File: src/hw/xv_pkg.sv
// shared video controller definitions
// video mode timing, bus and memory widths, register and state enums
package xv_pkg;

    // simulation video mode, counts in pixel clocks and lines
    localparam int H_VISIBLE = 16;
    localparam int H_FRONT   = 2;
    localparam int H_SYNC    = 2;
    localparam int H_BACK    = 4;
    localparam int H_TOTAL   = H_VISIBLE + H_FRONT + H_SYNC + H_BACK;    // 24 clocks per line
    localparam int V_VISIBLE = 8;
    localparam int V_FRONT   = 1;
    localparam int V_SYNC    = 1;
    localparam int V_BACK    = 2;
    localparam int V_TOTAL   = V_VISIBLE + V_FRONT + V_SYNC + V_BACK;    // 12 lines per frame

    typedef logic [4:0]  hcount_t;
    typedef logic [3:0]  vcount_t;
    typedef logic [15:0] word_t;
    typedef logic [9:0]  addr_t;       // vram word address
    typedef logic [8:0]  xr_addr_t;    // bit 8 selects palette
    typedef logic [7:0]  color_t;      // palette index
    typedef logic [11:0] rgb_t;        // red in [11:8]
    typedef logic [1:0]  intr_t;

    localparam int INTR_VBLANK = 0;
    localparam int INTR_LINE   = 1;

    // counter compare points
    localparam hcount_t H_VIS_END  = hcount_t'(H_VISIBLE);
    localparam hcount_t H_SYNC_BEG = hcount_t'(H_VISIBLE + H_FRONT);
    localparam hcount_t H_SYNC_END = hcount_t'(H_VISIBLE + H_FRONT + H_SYNC);
    localparam hcount_t H_LAST     = hcount_t'(H_TOTAL - 1);
    localparam vcount_t V_VIS_END  = vcount_t'(V_VISIBLE);
    localparam vcount_t V_SYNC_BEG = vcount_t'(V_VISIBLE + V_FRONT);
    localparam vcount_t V_SYNC_END = vcount_t'(V_VISIBLE + V_FRONT + V_SYNC);
    localparam vcount_t V_LAST     = vcount_t'(V_TOTAL - 1);

    typedef enum logic [3:0] {
        REG_XM_ADDR    = 4'h0,
        REG_XM_DATA    = 4'h1,
        REG_XR_ADDR    = 4'h2,
        REG_XR_DATA    = 4'h3,
        REG_INT_CTRL   = 4'h4,
        REG_SYS_STATUS = 4'h5
    } reg_num_e;

    typedef enum logic [3:0] {
        VID_BASE      = 4'h0,
        VID_LINE_INTR = 4'h1
    } vid_reg_e;

    typedef enum logic [1:0] {ST_IDLE, ST_VRAM_WR, ST_VRAM_RD, ST_XR_WR} bus_state_e;

endpackage

File: src/hw/xv_intr_ctrl.sv
// interrupt controller
// sticky status, write-1 clear, masked bus pulse
`timescale 1ns/1ps

module xv_intr_ctrl (
    input  logic            clk,
    input  logic            reset_i,
    input  xv_pkg::intr_t   intr_trigger_i,     // one-cycle pulses
    input  xv_pkg::intr_t   intr_mask_i,
    input  xv_pkg::intr_t   intr_clear_i,
    output xv_pkg::intr_t   intr_status_o,
    output logic            bus_intr_o
);

    always_ff @(posedge clk) begin
        if (reset_i) begin
            intr_status_o <= '0;
            bus_intr_o    <= 1'b0;
        end else begin
            // pulse only for enabled source not already pending
            bus_intr_o    <= |(intr_trigger_i & intr_mask_i & ~intr_status_o);
            // status records every trigger, mask or not
            intr_status_o <= (intr_status_o | intr_trigger_i) & ~intr_clear_i;
        end
    end

endmodule

File: config.mk
export PLATFORM = sky130hd
export DESIGN_NAME = xv_intr_ctrl
export DESIGN_NICKNAME = d
export VERILOG_FILES = /design/src/hw/xv_pkg.sv /design/src/hw/xv_intr_ctrl.sv
export SDC_FILE = /design/constraint.sdc
export NUM_CORES = 1
export LEC_CHECK = 0
export BUFFER_PORTS_ARGS = -buffer_cell sky130_fd_sc_hd__buf_2
export CELL_PAD_IN_SITES_DETAIL_PLACEMENT = 0
export CELL_PAD_IN_SITES_GLOBAL_PLACEMENT = 2
export CORE_AREA = 5 5 42 44
export DETAILED_ROUTE_END_ITERATION = 10
export DIE_AREA = 0 0 47 49
export GPL_ROUTABILITY_DRIVEN = 1
export GPL_TIMING_DRIVEN = 0
export PLACE_DENSITY_LB_ADDON = 0.08
export SLEW_MARGIN = 40
export SYNTH_ARGS = -nofsm -noshare
export SYNTH_HDL_FRONTEND = slang
export SYNTH_SLANG_ARGS = --single-unit
File: constraint.sdc
create_clock -name clk -period 1.9 [get_ports clk]
set_input_delay 0.475 -clock clk [delete_from_list [all_inputs] [get_ports clk]]
set_output_delay 0.475 -clock clk [all_outputs]
set_load 0.02 [all_outputs]
==> impl_metrics.yaml <==
sta:
  setup_violations: 0
  fmax_mhz: 825.0
  period_share_pct: 63.79
  skew_ps: 6.497
  fin_tns_setup_ps: 0
  maxSlewViolCount: 0
  rsz0062_at_grt: "no"
  setup_slack_ps: 688.0
  finalHoldViolCount: 0
  slew_headroom_pct: 90.53
  worst_pin_slew_ps: 140.9
  finalCriticalPeriod_ps: 1212
layout:
  fin_area_um2: 193.9
  diodes: 0
  final_nets: 33
  area_growth_pct: 98.72
  drive_gt1_share_pct: 54.17
setup_path:
  slowest_stage: "dfxtp_1"
  crit_path_end_kind: "output pin"
  crit_chain: "buf_2"
  slowest_delay_ps: 330
  cpLargestDelayFamily: "flip-flops"
  critical_path_class: "reg -> out"
  crit_buf_inv: 1
  cp_num_cells: 1
  critPathMaxFanout: 3
  crit_required_ps: 1420
  reg2reg_depth: 2
  cp_data_arrival_time_ps: 740
  start_kind: "flop"
yosys:
  syn_area_per_cell_um2: 9.759
  yosysUniqueCellTypes: 5
  synth_compound_area_share_pct: 5.128
  synth_xor_area_share_pct: 0
  yosysSeqAreaShare_pct: 61.54
  synth.area.top_cells: "dfxtp_1 (62%), nand3b_1 (15%), nor3_1 (10%), nor2_1 (7.7%), a21oi_1 (5.1%)"
  synth_mux_area_share_pct: 0
  yosysTopAreaCell: "dfxtp_1"
  synth_simple_gate_area_share_pct: 33.33
  synth_top_family_by_area: "simple AND/OR/NAND/NOR gates"
  synth_most_common_cell: "dfxtp_1"
  syn_nets: 18
  ys_async_sr_fraction_pct: 0
  syn_inst: 10
  synthAdderAreaFrac_pct: 0
  synth_top_flop_cell: "dfxtp_1"
  synth-edff-count: 0
  synth_top_area_share_pct: 61.54
  synth_common_cells: "dfxtp_1 (3), nand3b_1 (2), nor2_1 (2), nor3_1 (2), a21oi_1 (1)"
  syn_area_um2: 97.59
  ys_ff_latch: 3
  yosysWarnings: 0
die:
  die_h_um: 49
  start_util_pct: 6.964
  ios: 11
  rows: 14
  dieArea_um2: 2303
  core_um2: 1401
  die_w_um: 47
place:
  gp_congestion: 0.6386
  port_buffers: 10
  dp_slack_ps: 923.5
  place_area_um2: 167.7
pwr:
  ir_worst_vdd_v: 0.0003933
  power_leakage_nw: 0.09296
  power.total_mw: 0.2023
  powerDensity_nw_per_um2: 1043
route:
  wl_um: 354
  drt-initial-drc-count: 3
  wl_per_cell_um: 8.850
  dr.pass1.iters: 2
  via_count: 117
  via_per_inst: 2.925
  antenna_left: 0
  drc: 0
grt:
  antenna_found_initial: 0
  first_global_vias: 124
  grt_pass1_wl_um: 517
  grt-ovfl-total: 0
  track_usage_pct: 3.727
  grt_max_degree: 4
cts:
  htreeDepth: 1
  cts_tree: "built"
  root_buffer: "clkbuf_4"
  postCtsSetupBuffers: 0
  clk_pin_slew_worst_paths_ps: 40
  hold_buffers: 0
  clockBufferDepth: 2
  ctsResizeCount: 0
  cts_sinks: 3
  cts_buffers: 3
  clk_latency_ps: 230
worst_hold_path:
  whs_path_depth: 2
  min_path_type: "in -> reg"
job:
  max_cap_viol_count: 0
status:
  outcome: "finished, final reports clean"
cell type report:
class	count	area [µm²]
sequential	3	60.06
timing repair buffer	10	50.05
tap	16	20.02
clock buffer	4	26.28
multi-input combinational	7	37.54
fill	169	1207
path summary, 6_finish.rpt:
path | startpoint | endpoint | slack (ps)
worst max-delay path | intr_status_o[0] | intr_status_o[0] | 690
worst min-delay path | intr_clear_i[0] | intr_status_o[0] | 400
worst max register to register | intr_status_o[0] | bus_intr_o | 1210
worst min register to register | intr_status_o[1] | intr_status_o[1] | 480
per-layer routing:
metal | GRT usage, % | wire, µm | vias up
li1 | - | - | 62
met3 | 7.380 | 67 | 0
met5 | 0 | 0 | -
met1 | 3.720 | 152 | 48
met2 | 3.620 | 133 | 7
met4 | 0 | 0 | 0
power by group:
group	internal, mW	switching (mW)
combinational	0.0103	0.0107
sequential	0.0667	0.00144
clock	0.0788	0.0344
cells by family (layout without fill, tap and decap cells):
group | count (synthesis) | in the layout
and+or+nand+nor | 6 | 6
DFF | 3 | 3
AOI/OAI and AO/OA | 1 | 1
buffers and inverters | 0 | 14
flip-flops by register name, indices dropped and copies added (netlist names):
name	flops
bus_intr_o	1
intr_status_o	2
per-stage QoR:
stage | cells | hold slack, ps | util (%)
after global routing | 40 | 384.4 | 13.84
after detailed placement | 36 | 492.1 | 11.96
after global placement | 36 | 495.5 | 11.96
final | 40 | 399.2 | 13.84
after CTS | 40 | 395.7 | 13.84
after floorplan | 10 | 544.1 | -
cell usage in the layout, fill, tap and decap left out:
master and instances:
dfxtp_1 3, clkbuf_4 3, nor2_1 2, buf_2 10, nor3_1 2, nand3b_1 2
clkbuf_1 1, a21oi_1 1
Note: power is estimated with default switching activity, not from simulation.
