### config.mk
export PLATFORM = sky130hd
export DESIGN_NAME = xv_video_gen
export DESIGN_NICKNAME = d
export VERILOG_FILES = /design/src/hw/xv_pkg.sv /design/src/hw/xv_video_gen.sv
export SDC_FILE = /design/constraint.sdc
export NUM_CORES = 1
export LEC_CHECK = 0
export BUFFER_PORTS_ARGS = -buffer_cell sky130_fd_sc_hd__buf_2
export CAP_MARGIN = 25
export CORE_ASPECT_RATIO = 1.2
export CORE_MARGIN = 5
export CORE_UTILIZATION = 50
export CTS_CLUSTER_DIAMETER = 200
export CTS_CLUSTER_SIZE = 12
export DETAILED_ROUTE_END_ITERATION = 8
export GPL_ROUTABILITY_DRIVEN = 1
export GPL_TIMING_DRIVEN = 0
export PLACE_DENSITY_LB_ADDON = 0.08
export SYNTH_ARGS = -nofsm -noshare
export SYNTH_HDL_FRONTEND = slang
export SYNTH_SLANG_ARGS = --single-unit
### constraint.sdc
create_clock -name clk -period 2 [get_ports clk]
set_input_delay 0.3 -clock clk [delete_from_list [all_inputs] [get_ports clk]]
set_output_delay 0.3 -clock clk [all_outputs]
set_load 0.02 [all_outputs]
### src/hw/xv_pkg.sv
// shared video controller definitions
// video mode timing, bus and memory widths, register and state enums
package xv_pkg;

    // simulation video mode, counts in pixel clocks and lines
    localparam int H_VISIBLE = 16;
    localparam int H_FRONT   = 2;
    localparam int H_SYNC    = 2;
    localparam int H_BACK    = 4;
    localparam int H_TOTAL   = H_VISIBLE + H_FRONT + H_SYNC + H_BACK;    // 24 clocks per line
    localparam int V_VISIBLE = 8;
    localparam int V_FRONT   = 1;
    localparam int V_SYNC    = 1;
    localparam int V_BACK    = 2;
    localparam int V_TOTAL   = V_VISIBLE + V_FRONT + V_SYNC + V_BACK;    // 12 lines per frame

    typedef logic [4:0]  hcount_t;
    typedef logic [3:0]  vcount_t;
    typedef logic [15:0] word_t;
    typedef logic [9:0]  addr_t;       // vram word address
    typedef logic [8:0]  xr_addr_t;    // bit 8 selects palette
    typedef logic [7:0]  color_t;      // palette index
    typedef logic [11:0] rgb_t;        // red in [11:8]
    typedef logic [1:0]  intr_t;

    localparam int INTR_VBLANK = 0;
    localparam int INTR_LINE   = 1;

    // counter compare points
    localparam hcount_t H_VIS_END  = hcount_t'(H_VISIBLE);
    localparam hcount_t H_SYNC_BEG = hcount_t'(H_VISIBLE + H_FRONT);
    localparam hcount_t H_SYNC_END = hcount_t'(H_VISIBLE + H_FRONT + H_SYNC);
    localparam hcount_t H_LAST     = hcount_t'(H_TOTAL - 1);
    localparam vcount_t V_VIS_END  = vcount_t'(V_VISIBLE);
    localparam vcount_t V_SYNC_BEG = vcount_t'(V_VISIBLE + V_FRONT);
    localparam vcount_t V_SYNC_END = vcount_t'(V_VISIBLE + V_FRONT + V_SYNC);
    localparam vcount_t V_LAST     = vcount_t'(V_TOTAL - 1);

    typedef enum logic [3:0] {
        REG_XM_ADDR    = 4'h0,
        REG_XM_DATA    = 4'h1,
        REG_XR_ADDR    = 4'h2,
        REG_XR_DATA    = 4'h3,
        REG_INT_CTRL   = 4'h4,
        REG_SYS_STATUS = 4'h5
    } reg_num_e;

    typedef enum logic [3:0] {
        VID_BASE      = 4'h0,
        VID_LINE_INTR = 4'h1
    } vid_reg_e;

    typedef enum logic [1:0] {ST_IDLE, ST_VRAM_WR, ST_VRAM_RD, ST_XR_WR} bus_state_e;

endpackage

### src/hw/xv_video_gen.sv
// video timing, video registers, pixel fetch and output alignment
// also raises vblank and line-compare interrupt triggers
`timescale 1ns/1ps

module xv_video_gen (
    input  logic                clk,
    input  logic                reset_i,
    input  logic                vreg_wr_i,
    input  xv_pkg::vid_reg_e    vreg_num_i,
    input  xv_pkg::word_t       vreg_data_i,
    output logic                vgen_sel_o,
    output xv_pkg::addr_t       vgen_addr_o,
    input  xv_pkg::word_t       vram_data_i,
    output xv_pkg::color_t      color_index_o,
    input  xv_pkg::rgb_t        color_rgb_i,
    output logic                h_blank_o,
    output logic                v_blank_o,
    output xv_pkg::intr_t       intr_trigger_o,
    output logic [3:0]          red_o,
    output logic [3:0]          green_o,
    output logic [3:0]          blue_o,
    output logic                hsync_o,
    output logic                vsync_o,
    output logic                dv_de_o
);

    xv_pkg::hcount_t h_cnt;
    xv_pkg::vcount_t v_cnt;
    xv_pkg::addr_t   vid_base;      // VID_BASE
    xv_pkg::word_t   line_intr;     // VID_LINE_INTR
    logic            visible;
    logic            hsync;
    logic            vsync;
    logic [1:0]      de_pipe;       // stage 1 fetch, stage 2 palette
    logic [1:0]      hs_pipe;
    logic [1:0]      vs_pipe;
    logic            odd_d1;        // pixel phase when vram word arrives
    logic [7:0]      lo_byte;       // second pixel of the word

    assign h_blank_o = (h_cnt >= xv_pkg::H_VIS_END);
    assign v_blank_o = (v_cnt >= xv_pkg::V_VIS_END);
    assign visible   = !h_blank_o && !v_blank_o;
    assign hsync     = (h_cnt >= xv_pkg::H_SYNC_BEG) && (h_cnt < xv_pkg::H_SYNC_END);
    assign vsync     = (v_cnt >= xv_pkg::V_SYNC_BEG) && (v_cnt < xv_pkg::V_SYNC_END);

    // one word per pixel pair, line stride of 8 words
    assign vgen_sel_o    = visible && !h_cnt[0];
    assign vgen_addr_o   = vid_base + {4'b0, v_cnt[2:0], h_cnt[3:1]};
    assign color_index_o = odd_d1 ? lo_byte : vram_data_i[15:8];   // high byte first

    always_ff @(posedge clk) begin
        odd_d1 <= h_cnt[0];
        if (!odd_d1) lo_byte <= vram_data_i[7:0];   // hold past CPU slot
    end

    always_ff @(posedge clk) begin
        if (reset_i) begin
            h_cnt          <= '0;
            v_cnt          <= '0;
            vid_base       <= '0;
            line_intr      <= '1;   // matches no line until written
            intr_trigger_o <= '0;
            de_pipe        <= '0;
            hs_pipe        <= '0;
            vs_pipe        <= '0;
            {red_o, green_o, blue_o} <= '0;
            hsync_o        <= 1'b0;
            vsync_o        <= 1'b0;
            dv_de_o        <= 1'b0;
        end else begin
            if (h_cnt == xv_pkg::H_LAST) begin
                h_cnt <= '0;
                v_cnt <= (v_cnt == xv_pkg::V_LAST) ? '0 : v_cnt + 1'b1;
            end else begin
                h_cnt <= h_cnt + 1'b1;
            end

            if (vreg_wr_i) begin
                case (vreg_num_i)
                    xv_pkg::VID_BASE:      vid_base  <= vreg_data_i[9:0];
                    xv_pkg::VID_LINE_INTR: line_intr <= vreg_data_i;
                    default: ;
                endcase
            end

            // pulses on first clock of the line
            intr_trigger_o[xv_pkg::INTR_VBLANK] <= (h_cnt == '0) && (v_cnt == xv_pkg::V_VIS_END);
            intr_trigger_o[xv_pkg::INTR_LINE]   <= (h_cnt == '0) && (line_intr == {12'b0, v_cnt});

            // align syncs and de with palette result, 3 clocks to pins
            de_pipe <= {de_pipe[0], visible};
            hs_pipe <= {hs_pipe[0], hsync};
            vs_pipe <= {vs_pipe[0], vsync};
            dv_de_o <= de_pipe[1];
            hsync_o <= hs_pipe[1];
            vsync_o <= vs_pipe[1];
            {red_o, green_o, blue_o} <= de_pipe[1] ? color_rgb_i : '0;  // black in blanking
        end
    end

endmodule

==> flow_metrics.tcl <==
set metrics [dict create \
    status "finished with violations" \
    violations "setup timing" \
    syn_inst 288 \
    hold_viol 0 \
    cp.required_ns 1.70 \
    utilization 0.6781 \
    vias_per_cell 5.011 \
    numCtsBuffers 9 \
    root_buffer "clkbuf_8" \
    drv_slew 0 \
    timing_worst_setup_path_type "flop to primary output" \
    final-setup-viol-count 6 \
    reg2reg_depth 6 \
    synth_most_common_cell "dfxtp_1" \
    synth.area.top_cells "dfxtp_1 42%, edfxtp_1 8.4%, nand2_1 6.1%, ha_1 5.3%, nand3b_1 4.2%" \
    clk_pin_slew_ns 0.07 \
    finalCritPeriodShare 1.149 \
    ys_seq_area_frac 0.4998 \
    synth_area_leader_cell "dfxtp_1" \
    drc 0 \
    fin_crit_ns 2.297 \
    place.gp.congestion 0.7410 \
    ys_types 44 \
    crit_end "vgen_addr_o[6]" \
    yosys-top-cells-count "59 x dfxtp_1, 46 x nand2_1, 18 x nor2_1, 16 x nand3b_1, 14 x and2_1" \
    r2r_slack_ns 0.40 \
    grt.total_usage 0.1770 \
    synth-seq-cells 67 \
    grt_pass1_wl_mm 10.04 \
    fillers 471 \
    num_vias 2305 \
    fp.dieH_um 92.62 \
    p_per_area_mw_per_mm2 752.5 \
    syn2layout_area_growth_pct 33.35 \
    core_mm2 0.005593 \
    p_leak_nw 1.661 \
    firstDrtPassIters 4 \
    antenna_found_initial 0 \
    grt_pass1_vias 2271 \
    r2r-start "h_cnt[1]" \
    dieWidth_um 78.85 \
    max_freq_ghz 0.4353 \
    syn_avg_cell_area_um2 9.875 \
    syn-cell-area_mm2 0.002844 \
    min_path_type "input pin to flop" \
    cap_violations 0 \
    syn-num-nets 352 \
    hold_ws_ns 0.1388 \
    cp-startpoint "h_cnt[1]" \
    rsz0062_at_grt "true" \
    crit_arrival_ns 2.00 \
    io_buffers 87 \
    dp_hpwl_mm 4.419 \
    tightestPinTransition_ns 0.5125 \
    wire_per_inst_um 13.55 \
    endpoint_kind "primary output" \
    io_pins 89 \
    fin_ws_ns -0.2975 \
    skew_ns 0.008222 \
    seq_area_mm2 0.001441 \
    multiInputGateArea_mm2 0.001445 \
    htreeDepth 3 \
    ant_nets 0 \
    grt_max_degree 13 \
    clk_latency_ns 0.34 \
    synth.top_cell.area_share 0.4153 \
    crit_path_start_kind "flop" \
    num_antenna_cells 0 \
    synth-edff-count 8 \
    cts_sinks 67 \
    grt_overflow 0 \
    synth-async-reset-ratio 0 \
    num_rows 30 \
    yosysWarnings 0 \
    r2r_end "v_cnt[2]" \
    drt_iter0_drc 115 \
    dieArea_mm2 0.007302 \
    slew-limit-headroom 0.6583 \
    clockBufferDepth 2 \
    routed_wirelength_mm 6.234 \
    cts_tree "done" \
    finalNetCount 455 \
    ir_worst_vdd_v 0.0002972 \
    synthFlopType "dfxtp_1" \
    path_max_fanout 3 \
    start_util 0.5085 \
    drive_above_1_share 0.3788 \
    finalPower_w 0.002854 \
]
-- kinds of logic (layout without fill, tap and decap cells) --
kind of cell	after synthesis	in the layout	share of synthesized area
adder cells (fa/ha/maj)	13	13	0.05983
XOR/XNOR	11	11	0.03388
flip-flops	67	67	0.4998
multiplexers	18	18	0.06687
buffers and inverters	23	131	0.03872
AO/OA/AOI/OAI	20	20	0.04576
AND/OR/NAND/NOR	136	136	0.2552
-- worst min path at each step --
stage | start | end | slack (ns) | cells after the start
after floorplan | h_cnt[0] | odd_d1 | 0.39 | 0
after global placement | vs_pipe[1] | vsync_o | 0.42 | 1
after detailed placement | de_pipe[0] | de_pipe[1] | 0.42 | 1
after CTS | vram_data_i[0] | lo_byte[0] | 0.13 | 1
after global routing | vram_data_i[1] | lo_byte[1] | 0.11 | 1
final | vram_data_i[0] | lo_byte[0] | 0.14 | 1
-- metrics by stage --
step,instances,setup slack (ns),setup TNS [ns],area [um2]
after CTS,459,-0.3160,-1.023,3757
after detailed placement,439,-0.1994,-0.4758,3367
after floorplan,288,0.01731,0,2851
after global routing,460,-0.3996,-1.669,3792
final,460,-0.2975,-1.025,3792
after global placement,439,-0.1795,-0.3700,3367
-- critical path, stage by stage, from the launching register on --
cell and delay (ns):
dfxtp_4 0.36, ha_4 0.16, fa_2 0.38, a21oi_4 0.16, o211ai_1 0.11, a21oi_1 0.20
xnor2_1 0.14, buf_4 0.16
-- sequential cells by signal, summed over array words and instances, names as in the netlist, 2 cells and up --
signal          cells
h_cnt               5
v_cnt               4
de_pipe             2
line_intr          16
blue_o              4
intr_trigger_o      2
lo_byte             8
vs_pipe             2
green_o             4
red_o               4
hs_pipe             2
vid_base           10
-- area by class of cell --
cell class	count	share of cell area
Buffer	16	0.02210
Clock buffer	11	0.04289
Clock inverter	5	0.01551
Inverter	7	0.006928
Timing Repair Buffer	92	0.1303
Multi-Input combinational cell	198	0.3811
Sequential cell	67	0.3801
Tap cell	64	0.02112
-- power breakdown --
| group | total (W) | switching [W] | leakage, nW | internal (W) |
|---|---|---|---|---|
| Sequential | 0.00141 | 0.0000190 | 0.565 | 0.00140 |
| Clock | 0.00120 | 0.000512 | 0.107 | 0.000685 |
| Combinational | 0.000243 | 0.000129 | 0.989 | 0.000114 |
| Total | 0.00285 | 0.000659 | 1.66 | 0.00219 |
-- metal layers --
| layer | GRT usage | routed length (um) | up-vias |
|---|---|---|---|
| li1 | - | - | 1176 |
| met1 | 0.1945 | 2588 | 1056 |
| met2 | 0.3130 | 3160 | 64 |
| met3 | 0.05447 | 369 | 9 |
| met4 | 0.07450 | 115 | 0 |
| met5 | 0 | 0 | - |
-- cells in the final DEF, fill, tap and decap left out, types with 6 or more instances in the layout --
| cell type | n |
|---|---|
| mux2_2 | 8 |
| dfxtp_1 | 51 |
| clkbuf_1 | 10 |
| nor3_1 | 6 |
| ha_4 | 6 |
| nand2_1 | 46 |
| nor2_1 | 18 |
| inv_1 | 7 |
| edfxtp_1 | 8 |
| nor2b_1 | 9 |
| ha_1 | 6 |
| xnor2_1 | 8 |
| nand3b_1 | 16 |
| buf_2 | 81 |
| mux2i_1 | 10 |
| clkbuf_8 | 10 |
| buf_4 | 15 |
| and2_1 | 14 |
-- what timing repair did --
item,4_1_cts,5_1_grt
setup endpoints to repair,8,8
gates resized for setup,31,7
hold buffers,0,0
buffers inserted,4,1
cloned,0,0
pin swaps,11,4
Note: power is estimated with default switching activity, not from simulation.
