[src/hw/xv_pkg.sv]
// shared video controller definitions
// video mode timing, bus and memory widths, register and state enums
package xv_pkg;

    // simulation video mode, counts in pixel clocks and lines
    localparam int H_VISIBLE = 16;
    localparam int H_FRONT   = 2;
    localparam int H_SYNC    = 2;
    localparam int H_BACK    = 4;
    localparam int H_TOTAL   = H_VISIBLE + H_FRONT + H_SYNC + H_BACK;    // 24 clocks per line
    localparam int V_VISIBLE = 8;
    localparam int V_FRONT   = 1;
    localparam int V_SYNC    = 1;
    localparam int V_BACK    = 2;
    localparam int V_TOTAL   = V_VISIBLE + V_FRONT + V_SYNC + V_BACK;    // 12 lines per frame

    typedef logic [4:0]  hcount_t;
    typedef logic [3:0]  vcount_t;
    typedef logic [15:0] word_t;
    typedef logic [9:0]  addr_t;       // vram word address
    typedef logic [8:0]  xr_addr_t;    // bit 8 selects palette
    typedef logic [7:0]  color_t;      // palette index
    typedef logic [11:0] rgb_t;        // red in [11:8]
    typedef logic [1:0]  intr_t;

    localparam int INTR_VBLANK = 0;
    localparam int INTR_LINE   = 1;

    // counter compare points
    localparam hcount_t H_VIS_END  = hcount_t'(H_VISIBLE);
    localparam hcount_t H_SYNC_BEG = hcount_t'(H_VISIBLE + H_FRONT);
    localparam hcount_t H_SYNC_END = hcount_t'(H_VISIBLE + H_FRONT + H_SYNC);
    localparam hcount_t H_LAST     = hcount_t'(H_TOTAL - 1);
    localparam vcount_t V_VIS_END  = vcount_t'(V_VISIBLE);
    localparam vcount_t V_SYNC_BEG = vcount_t'(V_VISIBLE + V_FRONT);
    localparam vcount_t V_SYNC_END = vcount_t'(V_VISIBLE + V_FRONT + V_SYNC);
    localparam vcount_t V_LAST     = vcount_t'(V_TOTAL - 1);

    typedef enum logic [3:0] {
        REG_XM_ADDR    = 4'h0,
        REG_XM_DATA    = 4'h1,
        REG_XR_ADDR    = 4'h2,
        REG_XR_DATA    = 4'h3,
        REG_INT_CTRL   = 4'h4,
        REG_SYS_STATUS = 4'h5
    } reg_num_e;

    typedef enum logic [3:0] {
        VID_BASE      = 4'h0,
        VID_LINE_INTR = 4'h1
    } vid_reg_e;

    typedef enum logic [1:0] {ST_IDLE, ST_VRAM_WR, ST_VRAM_RD, ST_XR_WR} bus_state_e;

endpackage

[src/hw/xv_mem_bus_if.sv]
// select/acknowledge memory bus
// requester holds sel and fields until the one-cycle ack
`timescale 1ns/1ps

interface xv_mem_bus_if;
    logic          sel;     // access request
    logic          ack;     // one cycle, read data valid here
    logic          wr;      // 1 = write
    xv_pkg::word_t addr;    // memory uses the low bits it needs
    xv_pkg::word_t wdata;
    xv_pkg::word_t rdata;

    modport requester (output sel, output wr, output addr, output wdata,
                       input ack, input rdata);

    modport memory (input sel, input wr, input addr, input wdata,
                     output ack, output rdata);
endinterface

[src/hw/xv_xr_mem.sv]
// XR write decode and palette memory
// video register write strobe out, registered palette lookup for pixels
`timescale 1ns/1ps

module xv_xr_mem (
    input  logic                clk,
    xv_mem_bus_if.memory        xr_bus,
    output logic                vreg_wr_o,      // video register write strobe
    output xv_pkg::vid_reg_e    vreg_num_o,
    output xv_pkg::word_t       vreg_data_o,
    input  xv_pkg::color_t      color_index_i,
    output xv_pkg::rgb_t        color_rgb_o     // one cycle after index
);

    xv_pkg::rgb_t palette [256];
    logic         ack_r;
    logic         xr_wr;    // write accepted this cycle
    logic         pal_sel;  // addr bit 8

    assign xr_wr   = xr_bus.sel && xr_bus.wr && !ack_r;
    assign pal_sel = xr_bus.addr[8];

    always_ff @(posedge clk) begin
        ack_r <= xr_bus.sel && !ack_r;  // ack one cycle after sel

        // video registers live in the video generator
        vreg_wr_o   <= xr_wr && !pal_sel;
        vreg_num_o  <= xv_pkg::vid_reg_e'(xr_bus.addr[3:0]);
        vreg_data_o <= xr_bus.wdata;

        if (xr_wr && pal_sel) begin
            palette[xr_bus.addr[7:0]] <= xr_bus.wdata[11:0];    // 4:4:4 rgb
        end
        color_rgb_o <= palette[color_index_i];
    end

    assign xr_bus.ack   = ack_r;
    assign xr_bus.rdata = '0;   // no XR read path

endmodule

[src/flat_wrapper.sv]
// flat-port wrapper written by rule: the top's interface ports become plain ports
module xv_xr_mem_flat 
  (clk, vreg_wr_o, vreg_num_o, vreg_data_o, color_index_i, color_rgb_o, xr_bus_sel, xr_bus_wr, xr_bus_addr, xr_bus_wdata, xr_bus_ack, xr_bus_rdata);
  xv_mem_bus_if xr_bus_i ();
  input  logic clk;
  output logic vreg_wr_o;
  output xv_pkg::vid_reg_e vreg_num_o;
  output xv_pkg::word_t vreg_data_o;
  input  xv_pkg::color_t color_index_i;
  output xv_pkg::rgb_t color_rgb_o;
  input wire logic [$bits(xr_bus_i.sel)-1:0] xr_bus_sel;
  input wire logic [$bits(xr_bus_i.wr)-1:0] xr_bus_wr;
  input wire logic [$bits(xr_bus_i.addr)-1:0] xr_bus_addr;
  input wire logic [$bits(xr_bus_i.wdata)-1:0] xr_bus_wdata;
  output wire logic [$bits(xr_bus_i.ack)-1:0] xr_bus_ack;
  output wire logic [$bits(xr_bus_i.rdata)-1:0] xr_bus_rdata;
  assign xr_bus_i.sel = xr_bus_sel;
  assign xr_bus_i.wr = xr_bus_wr;
  assign xr_bus_i.addr = xr_bus_addr;
  assign xr_bus_i.wdata = xr_bus_wdata;
  assign xr_bus_ack = xr_bus_i.ack;
  assign xr_bus_rdata = xr_bus_i.rdata;
  xv_xr_mem u_core (.clk(clk), .xr_bus(xr_bus_i), .vreg_wr_o(vreg_wr_o), .vreg_num_o(vreg_num_o), .vreg_data_o(vreg_data_o), .color_index_i(color_index_i), .color_rgb_o(color_rgb_o));
endmodule
[config.mk]
export PLATFORM = sky130hd
export DESIGN_NAME = xv_xr_mem_flat
export DESIGN_NICKNAME = d
export VERILOG_FILES = /design/src/hw/xv_pkg.sv /design/src/hw/xv_mem_bus_if.sv /design/src/hw/xv_xr_mem.sv /design/src/flat_wrapper.sv
export SDC_FILE = /design/constraint.sdc
export NUM_CORES = 2
export LEC_CHECK = 0
export BUFFER_PORTS_ARGS = -buffer_cell sky130_fd_sc_hd__buf_2
export CAP_MARGIN = 25
export CELL_PAD_IN_SITES_DETAIL_PLACEMENT = 1
export CELL_PAD_IN_SITES_GLOBAL_PLACEMENT = 2
export CORE_AREA = 2 2 416 830
export DETAILED_ROUTE_END_ITERATION = 8
export DIE_AREA = 0 0 418 832
export PLACE_DENSITY_LB_ADDON = 0.1
export SYNTH_ARGS = -nofsm -noshare
export SYNTH_HDL_FRONTEND = slang
export SYNTH_SLANG_ARGS = --single-unit
[constraint.sdc]
create_clock -name clk -period 3.2 [get_ports clk]
set_input_delay 0.16 -clock clk [delete_from_list [all_inputs] [get_ports clk]]
set_output_delay 0.16 -clock clk [all_outputs]
set_load 0.005 [all_outputs]
==> flow_metrics.env <==
export IMPL_antenna_found_initial=20
export IMPL_synth_top_family_by_area="multiplexers"
export IMPL_worstPathArrival_ns=3.59
export IMPL_dp_hpwl_mm=262
export IMPL_start_util_pct=34.8
export IMPL_grt_first_pass_wirelength_mm=541
export IMPL_fin_crit_sh_pct=94.0
export IMPL_synthTopCellsByArea="edfxtp_1 78%, mux4_2 12%, mux2i_1 1.6%, a22oi_1 1.4%, nor2_1 0.93%"
export IMPL_hold_start="xr_bus_addr[4]"
export IMPL_grt_max_degree=97
export IMPL_fp_row_count=304
export IMPL_synth_seq_cells=3106
export IMPL_drv_slew=0
export IMPL_layout_common_cells="3072 x edfxtp_1, 654 x buf_4, 641 x mux4_2"
export IMPL_fmax_mhz=332
export IMPL_timing_reg2reg_setup_slack_ns=0.19
export IMPL_whs_ns=0.0801
export IMPL_min_path_cells=4
export IMPL_clk_pin_slew_ns=0.06
export IMPL_cts_setup_buffers=0
export IMPL_fillers=31861
export IMPL_drive_gt1_share_pct=30.5
export IMPL_syn_avg_cell_area_um2=21.5
export IMPL_cap_violations=0
export IMPL_dr_first_iter_drc_count=4579
export IMPL_status="finished clean"
export IMPL_cp_slowest_cell="and3_1"
export IMPL_route_detailed_drc=0
export IMPL_slew_headroom_pct=9.63
export IMPL_timing_rr_start="u_core.xr_bus.ack$_DFF_P_"
export IMPL_area_growth_syn_to_layout_pct=18.0
export IMPL_crit_chain="nor2b_1 > and3_1 > nor3b_1 > buf_4 > nand2_2 > buf_4 > nor2_1 > buf_4"
export IMPL_fp_dieW_um=418
export IMPL_multi_input_area_um2=24100
export IMPL_p_sw_share_pct=22.2
export IMPL_cts_sinks=3106
export IMPL_synthArstFlopShare_pct=0
export IMPL_wire_per_inst_um=35.3
export IMPL_finClkSkew_ns=0.0482
export IMPL_rsz0062_at_grt="no"
export IMPL_finalSetupViolCount=0
export IMPL_yosys_area_top_type="edfxtp_1"
export IMPL_synth_xor_area_share_pct=0
export IMPL_tightest_slew_ns=1.36
export IMPL_wirelength_mm=390
export IMPL_muxShareOfSynthArea_pct=14.3
export IMPL_dr_pass1_iters=6
export IMPL_via_per_inst=5.36
export IMPL_syn_inst=5523
export IMPL_antenna_left=0
export IMPL_p_sw_uw=19100
export IMPL_tritoncts="yes"
export IMPL_seq_power_share_pct=52.1
export IMPL_critical_path_class="reg2reg"
export IMPL_io_buffers=69
export IMPL_r2r_end="u_core.palette[132][9]$_DFFE_PP_"
export IMPL_ff_latch_area_um2=92900
export IMPL_synth_simple_area_share_pct=1.82
export IMPL_power_leakage_uw=0.0446
export IMPL_fin_nets=6413
export IMPL_critPathMaxStageDelay_ns=0.38
export IMPL_die_h_um=832
export IMPL_min_period_ns=3.01
export IMPL_finalHoldViolCount=0
export IMPL_cts_root_buf="clkbuf_16"
export IMPL_final_common_cell="edfxtp_1"
export IMPL_r2r_cells=8
export IMPL_peakVddDrop_uv=433
export IMPL_hold_end="u_core.palette[179][11]$_DFFE_PP_"
export IMPL_grt_ovfl_total=0
export IMPL_worstPathRequired_ns=3.78
export IMPL_syn_area_um2=119000
export IMPL_synth_edf_count=3072
export IMPL_cts_buffers=299
export IMPL_cp_max_fo=9
export IMPL_cp_common_cell="buf_4"
export IMPL_p_int_uw=66800
export IMPL_synth_fa_ha_area_share_pct=0
export IMPL_cts_buffer_depth=4
export IMPL_grt_pass1_vias=65052
export IMPL_power_share_clock_pct=42.2
export IMPL_cp_end_kind="register"
export IMPL_start_kind="register"
export IMPL_core_area_um2=342000
export IMPL_die_area_um2=348000
export IMPL_grtUsageTotal_pct=22.4
export IMPL_via_count=59246
export IMPL_synth_cell_types=58
export IMPL_synth_top_area_share_pct=77.6
export IMPL_ys_seq_area_share_pct=78.2
export IMPL_io_pins=93
export IMPL_p_comb_share_pct=5.7
export IMPL_min_path_type="in2reg"
export IMPL_ys_flop_type="edfxtp_1"
export IMPL_h_tree_depth=5
export IMPL_yosys_warnings=0
export IMPL_clock_latency_ns=0.93
export IMPL_synth_compound_area_share_pct=3.89
export IMPL_gp_congestion=0.802
export IMPL_p_per_area_nw_per_um2=612
export IMPL_postLayoutCoreUtil_pct=41.0
## worst max-delay path: cells and delay by family, from the launching register on
kind,cells,cell delay (ns)
buf+inv,3,0.84
flops,1,0.31
simple gates,5,1.52
## through the flow
step	cells	TNS [ns]	power [uW]	instance area (um^2)	setup slack [ns]
finish	11045	0	85900	140000	0.192
global route	11037	0	88300	140000	0.125
CTS	11036	0	87000	140000	0.0121
detailed placement	10472	-3.63	50700	130000	-0.658
global placement	10462	-6.80	50600	130000	-1.13
floorplan	5538	0	47700	119000	0.791
## power by group through the flow
stage | combinational, uW | sequential [uW] | clock, uW
final | 4900 | 44800 | 36200
after global routing | 5160 | 44800 | 38400
after CTS | 5060 | 44800 | 37200
after detailed placement | 5020 | 45700 | 0
after global placement | 4940 | 45700 | 0
after floorplan | 2060 | 45600 | 0
## metal layers
metal | GRT usage [%] | vias up | part of all wire (%)
li1 | - | 24937 | -
met1 | 25.1 | 32784 | 37
met2 | 43.8 | 1088 | 57
met3 | 2.39 | 427 | 3.0
met4 | 6.64 | 10 | 3.1
met5 | 0 | - | 0.017
## sequential cells by signal (all words and copies together), names as in the netlist
name	cells
u_core.color_rgb_o	12
u_core.palette	3072
u_core.vreg_data_o	16
u_core.vreg_num_o	4
u_core.vreg_wr_o	1
u_core.xr_bus.ack	1
## area by class of cell
type	count	share of cell area (%)
antenna	9	0.0160
clock buffer	380	5.70
clock inverter	150	1.17
inverter	4	0.0107
multi-input combinational	2084	17.2
sequential	3106	66.2
tap	4437	3.96
timing repair buffer	875	5.75
## how the worst max path moves through the flow
stage | to | cells past startpoint | start
floorplan | u_core.palette[220][0]$_DFFE_PP_ | 6 | u_core.xr_bus.ack$_DFF_P_
global placement | u_core.color_rgb_o[10]$_DFF_P_ | 10 | color_index_i[3]
detailed placement | u_core.color_rgb_o[2]$_DFF_P_ | 9 | color_index_i[0]
CTS | u_core.color_rgb_o[2]$_DFF_P_ | 6 | u_core.palette[46][2]$_DFFE_PP_
global route | u_core.palette[132][9]$_DFFE_PP_ | 8 | u_core.xr_bus.ack$_DFF_P_
finish | u_core.palette[132][9]$_DFFE_PP_ | 8 | u_core.xr_bus.ack$_DFF_P_
## cell usage after synthesis, drive strengths merged (6+ instances only)
cell	n
nor2	295
nand2	48
a211oi	40
o221ai	46
a22oi	220
a21oi	183
nor3	26
a221oi	16
nand2b	6
dfxtp	34
o22ai	56
mux4	641
and2	7
edfxtp	3072
o21ai	70
mux2i	191
clkbuf	138
and3	6
or2	6
a31oi	18
a222oi	12
nor2b	12
nor4	45
buf	206
a22o	14
mux2	62
nand3	20
a2111oi	8
## cells by family (layout without fill, tap and decap cells)
logic type / Yosys count / count (layout)
compound gates: 692 / 692
other cells: 1 / 25
simple gates: 482 / 482
buf+inv: 348 / 1409
flops: 3106 / 3106
mux: 894 / 894
## timing repair
item	4_1_cts	5_1_grt
hold endpoints to repair	1038	0
hold buffers	34	0
resized for setup	0	0
Note: power is estimated with default switching activity, not from simulation.
