## src/hw/xv_pkg.sv

```systemverilog
// shared video controller definitions
// video mode timing, bus and memory widths, register and state enums
package xv_pkg;

    // simulation video mode, counts in pixel clocks and lines
    localparam int H_VISIBLE = 16;
    localparam int H_FRONT   = 2;
    localparam int H_SYNC    = 2;
    localparam int H_BACK    = 4;
    localparam int H_TOTAL   = H_VISIBLE + H_FRONT + H_SYNC + H_BACK;    // 24 clocks per line
    localparam int V_VISIBLE = 8;
    localparam int V_FRONT   = 1;
    localparam int V_SYNC    = 1;
    localparam int V_BACK    = 2;
    localparam int V_TOTAL   = V_VISIBLE + V_FRONT + V_SYNC + V_BACK;    // 12 lines per frame

    typedef logic [4:0]  hcount_t;
    typedef logic [3:0]  vcount_t;
    typedef logic [15:0] word_t;
    typedef logic [9:0]  addr_t;       // vram word address
    typedef logic [8:0]  xr_addr_t;    // bit 8 selects palette
    typedef logic [7:0]  color_t;      // palette index
    typedef logic [11:0] rgb_t;        // red in [11:8]
    typedef logic [1:0]  intr_t;

    localparam int INTR_VBLANK = 0;
    localparam int INTR_LINE   = 1;

    // counter compare points
    localparam hcount_t H_VIS_END  = hcount_t'(H_VISIBLE);
    localparam hcount_t H_SYNC_BEG = hcount_t'(H_VISIBLE + H_FRONT);
    localparam hcount_t H_SYNC_END = hcount_t'(H_VISIBLE + H_FRONT + H_SYNC);
    localparam hcount_t H_LAST     = hcount_t'(H_TOTAL - 1);
    localparam vcount_t V_VIS_END  = vcount_t'(V_VISIBLE);
    localparam vcount_t V_SYNC_BEG = vcount_t'(V_VISIBLE + V_FRONT);
    localparam vcount_t V_SYNC_END = vcount_t'(V_VISIBLE + V_FRONT + V_SYNC);
    localparam vcount_t V_LAST     = vcount_t'(V_TOTAL - 1);

    typedef enum logic [3:0] {
        REG_XM_ADDR    = 4'h0,
        REG_XM_DATA    = 4'h1,
        REG_XR_ADDR    = 4'h2,
        REG_XR_DATA    = 4'h3,
        REG_INT_CTRL   = 4'h4,
        REG_SYS_STATUS = 4'h5
    } reg_num_e;

    typedef enum logic [3:0] {
        VID_BASE      = 4'h0,
        VID_LINE_INTR = 4'h1
    } vid_reg_e;

    typedef enum logic [1:0] {ST_IDLE, ST_VRAM_WR, ST_VRAM_RD, ST_XR_WR} bus_state_e;

endpackage

```

## src/hw/xv_mem_bus_if.sv

```systemverilog
// select/acknowledge memory bus
// requester holds sel and fields until the one-cycle ack
`timescale 1ns/1ps

interface xv_mem_bus_if;
    logic          sel;     // access request
    logic          ack;     // one cycle, read data valid here
    logic          wr;      // 1 = write
    xv_pkg::word_t addr;    // memory uses the low bits it needs
    xv_pkg::word_t wdata;
    xv_pkg::word_t rdata;

    modport requester (output sel, output wr, output addr, output wdata,
                       input ack, input rdata);

    modport memory (input sel, input wr, input addr, input wdata,
                     output ack, output rdata);
endinterface

```

## src/hw/xv_bus_regs.sv

```systemverilog
// CPU register interface
// byte assembly, address auto-increment, vram prefetch, access sequencing
`timescale 1ns/1ps

module xv_bus_regs (
    input  logic                clk,
    input  logic                reset_i,
    input  logic                bus_cs_n_i,     // strobe, one cycle low
    input  logic                bus_rd_nwr_i,
    input  logic [3:0]          bus_reg_num_i,
    input  logic                bus_bytesel_i,  // 0 = even (high) byte
    input  logic [7:0]          bus_data_i,
    output logic [7:0]          bus_data_o,
    xv_mem_bus_if.requester     vram_bus,
    xv_mem_bus_if.requester     xr_bus,
    input  logic                h_blank_i,
    input  logic                v_blank_i,
    input  xv_pkg::intr_t       intr_status_i,
    output xv_pkg::intr_t       intr_mask_o,
    output xv_pkg::intr_t       intr_clear_o    // one-cycle write-1 clear
);

    xv_pkg::bus_state_e state;
    xv_pkg::reg_num_e   reg_num;
    xv_pkg::addr_t      vram_addr;      // XM_ADDR
    xv_pkg::xr_addr_t   xr_addr;        // XR_ADDR
    xv_pkg::word_t      rd_buf;         // prefetched vram word
    xv_pkg::word_t      wr_data;        // word waiting for its access
    xv_pkg::word_t      bus_word;
    logic [7:0]         hi_byte;        // latched even byte
    logic               wr_strobe;
    logic               rd_strobe;
    logic               mem_busy;

    assign reg_num   = xv_pkg::reg_num_e'(bus_reg_num_i);
    assign wr_strobe = !bus_cs_n_i && !bus_rd_nwr_i;
    assign rd_strobe = !bus_cs_n_i && bus_rd_nwr_i;
    assign bus_word  = {hi_byte, bus_data_i};   // odd write commits
    assign mem_busy  = (state != xv_pkg::ST_IDLE);

    assign vram_bus.sel   = (state == xv_pkg::ST_VRAM_WR) || (state == xv_pkg::ST_VRAM_RD);
    assign vram_bus.wr    = (state == xv_pkg::ST_VRAM_WR);
    assign vram_bus.addr  = {6'b0, vram_addr};
    assign vram_bus.wdata = wr_data;
    assign xr_bus.sel     = (state == xv_pkg::ST_XR_WR);
    assign xr_bus.wr      = (state == xv_pkg::ST_XR_WR);    // XR is write-only
    assign xr_bus.addr    = {7'b0, xr_addr};
    assign xr_bus.wdata   = wr_data;

    // data path
    always_ff @(posedge clk) begin
        if (wr_strobe) begin
            if (!bus_bytesel_i) begin
                hi_byte <= bus_data_i;
            end else if (reg_num == xv_pkg::REG_XM_DATA || reg_num == xv_pkg::REG_XR_DATA) begin
                wr_data <= bus_word;
            end
        end
        if (state == xv_pkg::ST_VRAM_RD && vram_bus.ack) begin
            rd_buf <= vram_bus.rdata;   // prefetch lands
        end
    end

    always_ff @(posedge clk) begin
        if (reset_i) begin
            state        <= xv_pkg::ST_IDLE;
            vram_addr    <= '0;
            xr_addr      <= '0;
            intr_mask_o  <= '0;
            intr_clear_o <= '0;
            bus_data_o   <= '0;
        end else begin
            intr_clear_o <= '0;     // strobe

            // finish pending access
            case (state)
                xv_pkg::ST_VRAM_WR: if (vram_bus.ack) begin
                    vram_addr <= vram_addr + 1'b1;  // auto-increment after write
                    state     <= xv_pkg::ST_IDLE;
                end
                xv_pkg::ST_VRAM_RD: if (vram_bus.ack) state <= xv_pkg::ST_IDLE;
                xv_pkg::ST_XR_WR: if (xr_bus.ack) begin
                    xr_addr <= xr_addr + 1'b1;
                    state   <= xv_pkg::ST_IDLE;
                end
                default: ;
            endcase

            if (wr_strobe && !bus_bytesel_i) begin
                if (reg_num == xv_pkg::REG_INT_CTRL) intr_mask_o <= bus_data_i[1:0];
            end else if (wr_strobe) begin
                case (reg_num)
                    xv_pkg::REG_XM_ADDR: begin
                        vram_addr <= bus_word[9:0];
                        state     <= xv_pkg::ST_VRAM_RD;    // prefetch new address
                    end
                    xv_pkg::REG_XM_DATA:  state        <= xv_pkg::ST_VRAM_WR;
                    xv_pkg::REG_XR_ADDR:  xr_addr      <= bus_word[8:0];
                    xv_pkg::REG_XR_DATA:  state        <= xv_pkg::ST_XR_WR;
                    xv_pkg::REG_INT_CTRL: intr_clear_o <= bus_data_i[1:0];
                    default: ;
                endcase
            end

            if (rd_strobe) begin
                case (reg_num)
                    xv_pkg::REG_XM_ADDR:
                        bus_data_o <= bus_bytesel_i ? vram_addr[7:0] : {6'b0, vram_addr[9:8]};
                    xv_pkg::REG_XM_DATA: begin
                        bus_data_o <= bus_bytesel_i ? rd_buf[7:0] : rd_buf[15:8];
                        if (bus_bytesel_i) begin    // odd byte ends the word
                            vram_addr <= vram_addr + 1'b1;
                            state     <= xv_pkg::ST_VRAM_RD;
                        end
                    end
                    xv_pkg::REG_INT_CTRL:
                        bus_data_o <= {6'b0, bus_bytesel_i ? intr_status_i : intr_mask_o};
                    xv_pkg::REG_SYS_STATUS:
                        bus_data_o <= bus_bytesel_i ? {5'b0, h_blank_i, v_blank_i, mem_busy} : 8'h00;
                    default: bus_data_o <= 8'h00;
                endcase
            end
        end
    end

endmodule

```

## src/flat_wrapper.sv

```systemverilog
// flat-port wrapper written by rule: the top's interface ports become plain ports
module xv_bus_regs_flat 
  (clk, reset_i, bus_cs_n_i, bus_rd_nwr_i, bus_reg_num_i, bus_bytesel_i, bus_data_i, bus_data_o, h_blank_i, v_blank_i, intr_status_i, intr_mask_o, intr_clear_o, vram_bus_sel, vram_bus_wr, vram_bus_addr, vram_bus_wdata, vram_bus_ack, vram_bus_rdata, xr_bus_sel, xr_bus_wr, xr_bus_addr, xr_bus_wdata, xr_bus_ack, xr_bus_rdata);
  xv_mem_bus_if vram_bus_i ();
  xv_mem_bus_if xr_bus_i ();
  input  logic clk;
  input  logic reset_i;
  input  logic bus_cs_n_i;
  input  logic bus_rd_nwr_i;
  input  logic [3:0] bus_reg_num_i;
  input  logic bus_bytesel_i;
  input  logic [7:0] bus_data_i;
  output logic [7:0] bus_data_o;
  input  logic h_blank_i;
  input  logic v_blank_i;
  input  xv_pkg::intr_t intr_status_i;
  output xv_pkg::intr_t intr_mask_o;
  output xv_pkg::intr_t intr_clear_o;
  output wire logic [$bits(vram_bus_i.sel)-1:0] vram_bus_sel;
  output wire logic [$bits(vram_bus_i.wr)-1:0] vram_bus_wr;
  output wire logic [$bits(vram_bus_i.addr)-1:0] vram_bus_addr;
  output wire logic [$bits(vram_bus_i.wdata)-1:0] vram_bus_wdata;
  input wire logic [$bits(vram_bus_i.ack)-1:0] vram_bus_ack;
  input wire logic [$bits(vram_bus_i.rdata)-1:0] vram_bus_rdata;
  output wire logic [$bits(xr_bus_i.sel)-1:0] xr_bus_sel;
  output wire logic [$bits(xr_bus_i.wr)-1:0] xr_bus_wr;
  output wire logic [$bits(xr_bus_i.addr)-1:0] xr_bus_addr;
  output wire logic [$bits(xr_bus_i.wdata)-1:0] xr_bus_wdata;
  input wire logic [$bits(xr_bus_i.ack)-1:0] xr_bus_ack;
  input wire logic [$bits(xr_bus_i.rdata)-1:0] xr_bus_rdata;
  assign vram_bus_sel = vram_bus_i.sel;
  assign vram_bus_wr = vram_bus_i.wr;
  assign vram_bus_addr = vram_bus_i.addr;
  assign vram_bus_wdata = vram_bus_i.wdata;
  assign vram_bus_i.ack = vram_bus_ack;
  assign vram_bus_i.rdata = vram_bus_rdata;
  assign xr_bus_sel = xr_bus_i.sel;
  assign xr_bus_wr = xr_bus_i.wr;
  assign xr_bus_addr = xr_bus_i.addr;
  assign xr_bus_wdata = xr_bus_i.wdata;
  assign xr_bus_i.ack = xr_bus_ack;
  assign xr_bus_i.rdata = xr_bus_rdata;
  xv_bus_regs u_core (.clk(clk), .reset_i(reset_i), .bus_cs_n_i(bus_cs_n_i), .bus_rd_nwr_i(bus_rd_nwr_i), .bus_reg_num_i(bus_reg_num_i), .bus_bytesel_i(bus_bytesel_i), .bus_data_i(bus_data_i), .bus_data_o(bus_data_o), .vram_bus(vram_bus_i), .xr_bus(xr_bus_i), .h_blank_i(h_blank_i), .v_blank_i(v_blank_i), .intr_status_i(intr_status_i), .intr_mask_o(intr_mask_o), .intr_clear_o(intr_clear_o));
endmodule
```

## config.mk

```make
export PLATFORM = sky130hd
export DESIGN_NAME = xv_bus_regs_flat
export DESIGN_NICKNAME = d
export VERILOG_FILES = /design/src/hw/xv_pkg.sv /design/src/hw/xv_mem_bus_if.sv /design/src/hw/xv_bus_regs.sv /design/src/flat_wrapper.sv
export SDC_FILE = /design/constraint.sdc
export NUM_CORES = 1
export LEC_CHECK = 0
export BUFFER_PORTS_ARGS = -buffer_cell sky130_fd_sc_hd__buf_2
export CAP_MARGIN = 20
export CORE_ASPECT_RATIO = 0.5
export CORE_MARGIN = 2
export CORE_UTILIZATION = 52
export DETAILED_ROUTE_END_ITERATION = 8
export PLACE_DENSITY = 0.94
export REMOVE_ABC_BUFFERS = 1
export SLEW_MARGIN = 10
export SYNTH_ARGS = -nofsm -noshare
export SYNTH_HDL_FRONTEND = slang
export SYNTH_SLANG_ARGS = --single-unit
```

## constraint.sdc

```tcl
create_clock -name clk -period 5.8 [get_ports clk]
set_input_delay 1.16 -clock clk [delete_from_list [all_inputs] [get_ports clk]]
set_output_delay 1.16 -clock clk [all_outputs]
set_load 0.02 [all_outputs]
```

==> flow_metrics.env <==
export IMPL_status="finished, final reports clean"
export IMPL_hp_class="flop to flop"
export IMPL_drt_iter0_markers=282
export IMPL_place_gp_congestion=0.8652
export IMPL_synthFlopType="edfxtp_1"
export IMPL_synth_most_common_cell="edfxtp_1"
export IMPL_async_flop_share=0
export IMPL_cpMostUsedCell="nor3b_1"
export IMPL_htreeDepth=3
export IMPL_routed_via_density=5.439
export IMPL_diodes=0
export IMPL_synth_common_cells="edfxtp_1, dfxtp_1, buf_4"
export IMPL_grt_pass1_vias=2374
export IMPL_path_max_fanout=21
export IMPL_setup_viol=0
export IMPL_clk_insertion_delay_late_ns=0.34
export IMPL_clockRootBuffer="clkbuf_16"
export IMPL_path_cells="buf_2 -> nor3b_1 -> and3_1 -> nor3b_1 -> a21oi_1 -> a31oi_1"
export IMPL_tightestPinTransition_ns=0.8370
export IMPL_ant_nets=0
export IMPL_synth_seq_area_share=0.5431
export IMPL_finalClockSkew_ns=0.007076
export IMPL_die_area_sq_um=7298
export IMPL_yosys_area_top_type="edfxtp_1"
export IMPL_max_clock_freq_mhz=334.9
export IMPL_period_share=0.5149
export IMPL_coreArea_sq_um=6206
export IMPL_gr_usage_all_layers=0.2134
export IMPL_worst_endpoint_required_ns=5.98
export IMPL_p_leak_uw=0.001719
export IMPL_nets=453
export IMPL_rsz0062_at_grt="no"
export IMPL_max_cap_violations=0
export IMPL_grt_start_max_net_pins=24
export IMPL_drtPass1Iterations=5
export IMPL_critPathMaxStageDelay_ns=0.80
export IMPL_cts_resized=0
export IMPL_cts_hold_buf=0
export IMPL_fp_dieH_um=61.42
export IMPL_crit_path_end_kind="flop"
export IMPL_path_clk_slew_ns=0.05
export IMPL_gr_total_overflow=0
export IMPL_synth_seq_cells=73
export IMPL_dpl_hpwl_mm=5.314
export IMPL_finalHoldViolCount=0
export IMPL_die_x_um=118.8
export IMPL_antenna_found_initial=0
export IMPL_routed_wl_mm=7.471
export IMPL_yosysWarnings=0
export IMPL_finalMaxSlewViolations=0
export IMPL_grt_pass1_wl_mm=11.56
export IMPL_yosys_top_cells_area="edfxtp_1, dfxtp_1, buf_4"
export IMPL_synth_top_cell_area_share=0.3504
export IMPL_start_util=0.5524
export IMPL_worstSetupPathType="input pin to flop"
export IMPL_peakVddDrop_mv=0.2247
export IMPL_fin_setup_tns_ns=0
export IMPL_layout_drive_gt1_share=0.3275
export IMPL_clockBufferDepth=2
export IMPL_cts_num_sinks=73
export IMPL_cellPowerDensity_nw_per_um2=272.0
export IMPL_fp_row_count=20
export IMPL_ys_types=50
export IMPL_remaining_drc_errors=0
export IMPL_routedWlPerCell_um=15.40
export IMPL_cts_buffers=9
export IMPL_ios=135
export IMPL_synthToLayoutAreaGrowth_pct=19.74
export IMPL_critPathSlowestCell="and3_1"
export IMPL_netlist_area_sq_um=3428
export IMPL_slew_headroom=0.4420
export IMPL_avgSynthCellArea_sq_um=11.24
export IMPL_synthCells=305
export IMPL_crit_arrival_ns=3.16
export IMPL_synth_edf_count=40
export IMPL_port_buffers=105
export IMPL_postLayoutCoreUtil=0.6615
export IMPL_cts_tree="built"
export IMPL_vias=2638
export IMPL_fin_crit_ns=2.986
export IMPL_cp_start_kind="input pin"
export IMPL_cts_setup_buffers=0
-- state kept, by name, summed over array words and instances (netlist names) --
signal,cells
u_core.xr_addr,9
u_core.rd_buf,16
u_core.vram_addr,10
u_core.hi_byte,8
u_core.intr_clear_o,2
u_core.intr_mask_o,2
u_core.state,2
u_core.bus_data_o,8
u_core.vram_bus.wdata,16
-- routing by layer --
metal / wire, um / track usage
met5: 0 / 0
met4: 121 / 0.06973
met3: 680 / 0.08704
met2: 3652 / 0.3695
met1: 3017 / 0.2518
-- worst paths after layout --
| kind | to | from | depth (start not counted) | slack, ns |
|---|---|---|---|---|
| min reg2reg | u_core.vram_bus.wdata[13]$_DFFE_PP_ | u_core.hi_byte[5]$_DFFE_PP_ | 0 | 0.42 |
| max reg2reg | u_core.xr_addr[7]$_SDFF_PP0_ | u_core.state[0]$_SDFF_PP0_ | 5 | 3.89 |
| min | u_core.vram_bus.wdata[13]$_DFFE_PP_ | u_core.hi_byte[5]$_DFFE_PP_ | 0 | 0.42 |
| max | u_core.state[1]$_SDFF_PP0_ | bus_bytesel_i | 6 | 2.81 |
-- critical path: cells and delay by family --
family                 cells  cell delay, ns
AO/OA/AOI/OAI              2            0.26
AND/OR/NAND/NOR            3            1.42
buffers and inverters      1            0.32
-- cells in the final DEF, fill, tap and decap left out, drive strengths merged, types with 2 or more instances in the layout --
master	instances
a211oi	12
a21oi	3
a221o	2
a221oi	2
a22o	12
a311oi	4
a31oi	7
a32o	4
and2	6
and3	6
and4	3
buf	107
clkbuf	13
clkinv	3
conb	13
dfxtp	33
edfxtp	40
ha	6
inv	8
mux2	4
mux2i	5
nand2	24
nand3	6
nand4	3
nor2	23
nor2b	2
nor3	5
nor3b	2
nor4	2
o21ai	13
o31ai	2
or3	4
xor2	9
-- per-stage QoR --
| step | instances | hold slack [ns] | setup WS [ns] | total power, uW | instance area [sq um] |
|---|---|---|---|---|---|
| final | 485 | 0.4157 | 2.814 | 1117 | 4105 |
| after CTS | 485 | 0.4177 | 2.810 | 1124 | 4105 |
| after detailed placement | 469 | 0.4052 | 2.441 | 628.8 | 3837 |
| after floorplan | 274 | 0.4003 | 2.989 | 594.4 | 3187 |
| after global routing | 485 | 0.4245 | 2.498 | 1151 | 4105 |
| after global placement | 469 | 0.4014 | 2.606 | 627.6 | 3837 |
-- report_power, final --
part           internal [uW]  leakage [uW]  switching (uW)
clock                    300      0.000130             198
combinational           20.9      0.000962            43.3
sequential               552      0.000628            3.31
-- area by class of cell --
class	count	area, sq um
Inverter	9	33.78
Clock buffer	13	250.2
Tap cell	88	110.1
Fill cell	486	2101
Multi-Input combinational cell	192	1291
Timing Repair Buffer	107	540.5
Sequential cell	73	1862
Clock inverter	3	17.52
-- logic make-up after synthesis --
kind of cell,after synthesis,share of synthesized area
AOI/OAI and AO/OA,63,0.1464
xor gates and xnor gates,10,0.02555
adders and majority gates,6,0.02190
buffers and inverters,52,0.09343
DFF,73,0.5431
muxes,9,0.02774
other,1,0.001094
and+or+nand+nor,91,0.1409
Note: power is estimated with default switching activity, not from simulation.
